===== config.mk =====
export PLATFORM = sky130hd
export DESIGN_NAME = bus_port
export DESIGN_NICKNAME = d
export VERILOG_FILES = /design/src/hdl/bank_mem_pkg.sv /design/src/hdl/merge_fsm.sv /design/src/hdl/lane_router.sv /design/src/hdl/bus_port.sv
export SDC_FILE = /design/constraint.sdc
export NUM_CORES = 1
export LEC_CHECK = 0
export BUFFER_PORTS_ARGS = -buffer_cell sky130_fd_sc_hd__buf_4
export CAP_MARGIN = 20
export CORE_AREA = 2 2 154 156
export CTS_BUF_LIST = sky130_fd_sc_hd__clkbuf_16
export CTS_CLUSTER_DIAMETER = 60
export DETAILED_ROUTE_END_ITERATION = 10
export DIE_AREA = 0 0 156 158
export PLACE_DENSITY = 0.69
export SYNTH_ARGS = -nofsm -noshare
export SYNTH_HDL_FRONTEND = slang
export SYNTH_SLANG_ARGS = --single-unit

===== constraint.sdc =====
create_clock -name clk_i -period 6.64 [get_ports clk_i]
set_input_delay 1.328 -clock clk_i [delete_from_list [all_inputs] [get_ports clk_i]]
set_output_delay 1.328 -clock clk_i [all_outputs]
set_load 0.05 [all_outputs]

===== src/hdl/bank_mem_pkg.sv =====
package bank_mem_pkg;

  parameter int DATA_W       = 32;
  parameter int BE_W         = DATA_W / 8;
  parameter int ADDR_W       = 32;

  // Bit 2 interleaves consecutive words over the two banks
  parameter int BANK_SEL_BIT = 2;
  parameter int WORD_LSB     = 3;

  // Request as driven by a requester on one lane
  typedef struct packed {
    logic              req;
    logic              we;
    logic [ADDR_W-1:0] addr;
    logic [BE_W-1:0]   be;
    logic [DATA_W-1:0] wdata;
  } lane_req_t;

  typedef struct packed {
    logic              ack;
    logic              resp;
    logic [DATA_W-1:0] rdata;
  } lane_rsp_t;

  // Request after routing as seen by one bank slot
  typedef struct packed {
    logic              req;
    logic              we;
    logic [ADDR_W-1:0] addr;
    logic [BE_W-1:0]   be;
    logic [DATA_W-1:0] wdata;
  } slot_req_t;

  typedef struct packed {
    logic                       we;
    logic [ADDR_W-WORD_LSB-1:0] addr;
    logic [DATA_W-1:0]          wdata;
  } bank_cmd_t;

  typedef enum logic {
    MRG_IDLE,
    MRG_WRITE
  } merge_state_e;

endpackage


===== src/hdl/merge_fsm.sv =====
`timescale 1ns/1ps

module merge_fsm
(
  input  logic                              clk_i,
  input  logic                              rst_n_i,

  input  bank_mem_pkg::slot_req_t           slot_req_i,
  input  logic [bank_mem_pkg::DATA_W-1:0]   bank_rdata_i,
  output logic                              busy_o,
  output bank_mem_pkg::bank_cmd_t           bank_cmd_o
);

  bank_mem_pkg::merge_state_e state_q;
  bank_mem_pkg::merge_state_e state_d;

  logic                                                   partial_wr;
  logic [bank_mem_pkg::ADDR_W-bank_mem_pkg::WORD_LSB-1:0] addr_q;
  logic [bank_mem_pkg::BE_W-1:0]                          be_q;
  logic [bank_mem_pkg::DATA_W-1:0]                        wdata_q;
  logic [bank_mem_pkg::DATA_W-1:0]                        merged;

  // Only taken requests reach this point with req high
  assign partial_wr = slot_req_i.req && slot_req_i.we && !(&slot_req_i.be);

  assign busy_o = (state_q == bank_mem_pkg::MRG_WRITE);

  always_comb
  begin
    state_d = state_q;
    case (state_q)
      bank_mem_pkg::MRG_IDLE:
      begin
        if (partial_wr)
        begin
          state_d = bank_mem_pkg::MRG_WRITE;
        end
      end
      bank_mem_pkg::MRG_WRITE:
      begin
        state_d = bank_mem_pkg::MRG_IDLE;
      end
      default:
      begin
        state_d = bank_mem_pkg::MRG_IDLE;
      end
    endcase
  end

  always_ff @(posedge clk_i or negedge rst_n_i)
  begin
    if (!rst_n_i)
    begin
      state_q <= bank_mem_pkg::MRG_IDLE;
    end
    else
    begin
      state_q <= state_d;
    end
  end

  // Old word arrives from the RAM while in MRG_WRITE
  always_ff @(posedge clk_i)
  begin
    if ((state_q == bank_mem_pkg::MRG_IDLE) && partial_wr)
    begin
      addr_q  <= slot_req_i.addr[bank_mem_pkg::ADDR_W-1:bank_mem_pkg::WORD_LSB];
      be_q    <= slot_req_i.be;
      wdata_q <= slot_req_i.wdata;
    end
  end

  always_comb
  begin
    merged = bank_rdata_i;
    for (int i = 0; i < bank_mem_pkg::BE_W; i++)
    begin
      if (be_q[i])
      begin
        merged[8*i +: 8] = wdata_q[8*i +: 8];
      end
    end
  end

  always_comb
  begin
    if (state_q == bank_mem_pkg::MRG_WRITE)
    begin
      bank_cmd_o.we    = 1'b1;
      bank_cmd_o.addr  = addr_q;
      bank_cmd_o.wdata = merged;
    end
    else
    begin
      // Partial write turns into a plain read of the old word
      bank_cmd_o.we    = slot_req_i.req && slot_req_i.we && !partial_wr;
      bank_cmd_o.addr  = slot_req_i.addr[bank_mem_pkg::ADDR_W-1:bank_mem_pkg::WORD_LSB];
      bank_cmd_o.wdata = slot_req_i.wdata;
    end
  end

endmodule


===== src/hdl/lane_router.sv =====
`timescale 1ns/1ps

module lane_router
(
  input  logic                                 clk_i,
  input  logic                                 rst_n_i,

  input  bank_mem_pkg::lane_req_t [1:0]        lane_req_i,
  input  logic [1:0]                           slot_busy_i,
  output bank_mem_pkg::slot_req_t [1:0]        slot_req_o,

  input  logic [1:0][bank_mem_pkg::DATA_W-1:0] slot_rdata_i,
  output bank_mem_pkg::lane_rsp_t [1:0]        lane_rsp_o
);

  // want[slot][lane]
  logic [1:0][1:0] want;
  logic [1:0]      slot_win;
  logic [1:0]      slot_take;

  // Pending read per slot and the lane that owns it
  logic [1:0]      rd_pend_q;
  logic [1:0]      rd_lane_q;

  always_comb
  begin
    for (int b = 0; b < 2; b++)
    begin
      for (int l = 0; l < 2; l++)
      begin
        want[b][l] = lane_req_i[l].req &&
                     (lane_req_i[l].addr[bank_mem_pkg::BANK_SEL_BIT] == 1'(b));
      end
    end
  end

  always_comb
  begin
    for (int b = 0; b < 2; b++)
    begin
      // Lane 0 wins a same-bank conflict
      slot_win[b]  = !want[b][0];
      slot_take[b] = (want[b][0] || want[b][1]) && !slot_busy_i[b];

      slot_req_o[b].req   = slot_take[b];
      slot_req_o[b].we    = lane_req_i[slot_win[b]].we;
      slot_req_o[b].addr  = lane_req_i[slot_win[b]].addr;
      slot_req_o[b].be    = lane_req_i[slot_win[b]].be;
      slot_req_o[b].wdata = lane_req_i[slot_win[b]].wdata;
    end
  end

  always_ff @(posedge clk_i or negedge rst_n_i)
  begin
    if (!rst_n_i)
    begin
      rd_pend_q <= '0;
      rd_lane_q <= '0;
    end
    else
    begin
      for (int b = 0; b < 2; b++)
      begin
        rd_pend_q[b] <= slot_take[b] && !lane_req_i[slot_win[b]].we;
        rd_lane_q[b] <= slot_win[b];
      end
    end
  end

  always_comb
  begin
    for (int l = 0; l < 2; l++)
    begin
      lane_rsp_o[l].ack   = 1'b0;
      lane_rsp_o[l].resp  = 1'b0;
      lane_rsp_o[l].rdata = '0;
      for (int b = 0; b < 2; b++)
      begin
        if (want[b][l] && slot_take[b] && (slot_win[b] == 1'(l)))
        begin
          lane_rsp_o[l].ack = 1'b1;
        end
        // A lane owns at most one slot's read per cycle
        if (rd_pend_q[b] && (rd_lane_q[b] == 1'(l)))
        begin
          lane_rsp_o[l].resp  = 1'b1;
          lane_rsp_o[l].rdata = slot_rdata_i[b];
        end
      end
    end
  end

endmodule


===== src/hdl/bus_port.sv =====
`timescale 1ns/1ps

module bus_port
(
  input  logic                                 clk_i,
  input  logic                                 rst_n_i,

  // Requester side with one entry per lane
  input  bank_mem_pkg::lane_req_t [1:0]        lane_req_i,
  output bank_mem_pkg::lane_rsp_t [1:0]        lane_rsp_o,

  // RAM side with one entry per bank
  output bank_mem_pkg::bank_cmd_t [1:0]        bank_cmd_o,
  input  logic [1:0][bank_mem_pkg::DATA_W-1:0] bank_rdata_i
);

  bank_mem_pkg::slot_req_t [1:0] slot_req;
  logic [1:0]                    slot_busy;

  // Lane to bank steering and the read response timing
  lane_router u_router
  (
    .clk_i        (clk_i),
    .rst_n_i      (rst_n_i),
    .lane_req_i   (lane_req_i),
    .slot_busy_i  (slot_busy),
    .slot_req_o   (slot_req),
    .slot_rdata_i (bank_rdata_i),
    .lane_rsp_o   (lane_rsp_o)
  );

  // One merge controller in front of each bank port
  for (genvar b = 0; b < 2; b++)
  begin : g_slot
    merge_fsm u_merge
    (
      .clk_i        (clk_i),
      .rst_n_i      (rst_n_i),
      .slot_req_i   (slot_req[b]),
      .bank_rdata_i (bank_rdata_i[b]),
      .busy_o       (slot_busy[b]),
      .bank_cmd_o   (bank_cmd_o[b])
    );
  end

endmodule


==> run_results.csv <==
group,metric,value,unit
status,status,"complete, no violations",
sta,timing.final.crit_share,0.721,
pwr,clkPwrFrac,0.313,
die,fp.dieH,158,µm
clock_tree,clockBufferDepth,2,
sta,finalClockSkew,10.7,ps
die,die_area,24600,µm²
sta,worst_slew_pin_slew,1010,ps
detailed_routing,wl,28300,µm
worst_setup_path,crit_fanout,53,
global_routing,grt_start_max_net_pins,67,
pwr,swShare,0.361,
cells_and_area,drive_above_1_share,0.604,
clock_tree,cts_buffers,17,
logic_synthesis,syn_nets,878,
sta,relSlewSlack,0.327,
pwr,seqPwrFrac,0.339,
die,start_util,0.373,
detailed_routing,ant_nets,0,
cells_and_area,final_area,12400,µm²
worst_setup_path,worstSetupStartpointType,"input pin",
detailed_routing,routedWlPerCell,21.1,µm
clock_tree,cts.sinks,136,
logic_synthesis,synth-seq-cells,136,
pwr,powerDensity,248,nW/µm²
detailed_routing,initialDrtViolationCount,356,
logic_synthesis,synth_edf_count,130,
sta,rsz0062_at_grt,"false",
pwr,p_int,1.96,mW
global_routing,grt_pass1_wl,40800,µm
worst_setup_path,worstPathRequired,5310,ps
clock_tree,ctsHoldBuffers,0,
die,row_count,56,
detailed_routing,drtPass1Iterations,5,
logic_synthesis,avgSynthCellArea,12.8,µm²
sta,hold_violations,0,
placed_design,placed_area,11800,µm²
sta,final.setup.tns,0,ps
placed_design,gp_congestion,0.804,
clock_tree,cts-root-buf,"clkbuf_16",
global_routing,overflow,0,
logic_synthesis,seq_area_frac_synth,0.471,
placed_design,port_buffers,393,
worst_setup_path,endpoint_kind,"output pin",
pwr,switching_power,1.11,mW
cells_and_area,final_common_cell,"buf_4",
pwr,ir_worst_vdd,156,µV
detailed_routing,routed_via_density,5.21,
pwr,combPwrFrac,0.348,
logic_synthesis,syn_inst,672,
logic_synthesis,ys.flop_type,"edfxtp_1",
logic_synthesis,netlist_area,8610,µm²
global_routing,track_usage,0.220,
die,num_io_pins,398,
cells_and_area,area_growth_syn_to_layout,43.7,%
detailed_routing,via_count,6968,
clock_tree,clk_latency,420,ps
hold_path,hold_class,"input pin to asynchronous set/reset pin",
global_routing,grt_pass1_vias,7036,
logic_synthesis,yosys_warnings,0,
logic_synthesis,async_flop_share,0.0441,
flow_run,drv_cap,0,
placed_design,dpl.hpwl,20100,µm
clock_tree,htree_levels,4,
clock_tree,post_cts_resized,0,
die,core_region_area,23100,µm²
pwr,leakage,5.21,nW
global_routing,antenna_found_initial,0,
sta,fmax,0.209,GHz
sta,drv_slew,0,
worst_setup_path,critical_path_arrival,3460,ps
worst_setup_path,r2r_cells,3,
worst_setup_path,worstSetupPathType,"input pin to output pin",
cells_and_area,finalNetCount,1241,
die,die_w,156,µm
sta,post-route-min-period,4780,ps
logic_synthesis,synth_cell_type_count,27,
clock_tree,cts_tree,"done",
detailed_routing,drcViolationCount,0,
clock_tree,clk_pin_slew,60,ps
cells_and_area,final_cell_mix,"buf_4, mux2_2, edfxtp_1",
sta,finalSetupViolCount,0,
cells_and_area,diodes,0,
clock_tree,cts_setup_buffers,0,
[cells by family (layout without fill, tap and decap cells)]
group,after synthesis,count (layout),share of synthesized area
buffers and inverters,59,435,0.0326
XOR/XNOR,1,1,0.00102
multiplexers,257,257,0.328
AO/OA/AOI/OAI,135,135,0.127
flip-flops,136,136,0.471
AND/OR/NAND/NOR,84,84,0.0407
[power groups by stage]
| stage | combinational, mW | sequential (mW) | clock, mW |
|---|---|---|---|
| after global placement | 1.07 | 1.06 | 0 |
| after global routing | 1.12 | 1.05 | 1.02 |
| final | 1.07 | 1.04 | 0.962 |
| after CTS | 1.07 | 1.04 | 0.987 |
| after floorplan | 0.720 | 1.04 | 0 |
| after detailed placement | 1.07 | 1.06 | 0 |
[worst paths after layout]
check,from,endpoint,slack [ps]
setup / recovery,lane_req_i[38],bank_cmd_o[41],1860
hold / removal,rst_n_i,u_router.rd_lane_q[0],710
setup reg to reg,g_slot[1].u_merge.busy_o,g_slot[1].u_merge.addr_q[4],4390
hold reg to reg,g_slot[0].u_merge.busy_o,u_router.rd_pend_q[0],1190
max in group asynchronous,rst_n_i,g_slot[1].u_merge.busy_o,5810
min in group clk_i,g_slot[0].u_merge.busy_o,u_router.rd_pend_q[0],1190
[critical path: stages]
cell and delay (ps):
buf_4 120, nand2b_4 680, buf_4 410, mux2_2 380, mux2_2 280, buf_4 190
[synth_stat cells (2+ instances only)]
master      n  area, µm²
a21oi_1     2       10.0
a22o_1     64        561
and2_1      2       12.5
buf_1       2       7.51
buf_2      11       55.1
buf_6       6       67.6
clkbuf_1   39        146
dfrtp_1     6        150
edfxtp_1  130       3900
mux2_2    186       2090
mux2_4      3       45.0
mux2i_1    67        671
nand2_1    69        259
nand2b_1    5       31.3
nand4_1     2       12.5
nor2_1      2       7.51
nor2b_1     2       12.5
nor3b_1     2       15.0
o21a_1     64        480
[registers in the layout, indices dropped and copies added (netlist names)]
signal / count
g_slot.u_merge.wdata_q: 64
u_router.rd_pend_q: 2
u_router.rd_lane_q: 2
g_slot.u_merge.busy_o: 2
g_slot.u_merge.addr_q: 58
g_slot.u_merge.be_q: 8
[area by class of cell]
| type | count | area (µm²) |
|---|---|---|
| clock buffers | 17 | 425 |
| fillers | 2081 | 10700 |
| flip-flops and latches | 136 | 4060 |
| clock inverters | 15 | 166 |
| multi-input cells | 477 | 4330 |
| repair buffers | 402 | 3020 |
| inverters | 1 | 3.75 |
| well taps | 290 | 363 |
[layer usage]
layer / global-route usage / vias to the layer above / part of all wire
met3: 0.0646 / 25 / 0.082
met4: 0.0550 / 0 / 0.013
met2: 0.399 / 310 / 0.51
li1: - / 3318 / -
met5: 0 / - / 0
met1: 0.256 / 3315 / 0.40
[per-stage QoR]
| step | hold WS (ps) | cells | worst slack (ps) | utilization | power [mW] |
|---|---|---|---|---|---|
| final | 707 | 1338 | 1860 | 0.537 | 3.07 |
| after detailed placement | 1140 | 1306 | 1850 | 0.511 | 2.13 |
| after global routing | 688 | 1338 | 1760 | 0.537 | 3.19 |
| after floorplan | 556 | 672 | 1550 | - | 1.76 |
| after CTS | 685 | 1338 | 1850 | 0.537 | 3.10 |
| after global placement | 1130 | 1306 | 1850 | 0.511 | 2.12 |
Power figures use the tool's default switching activity.
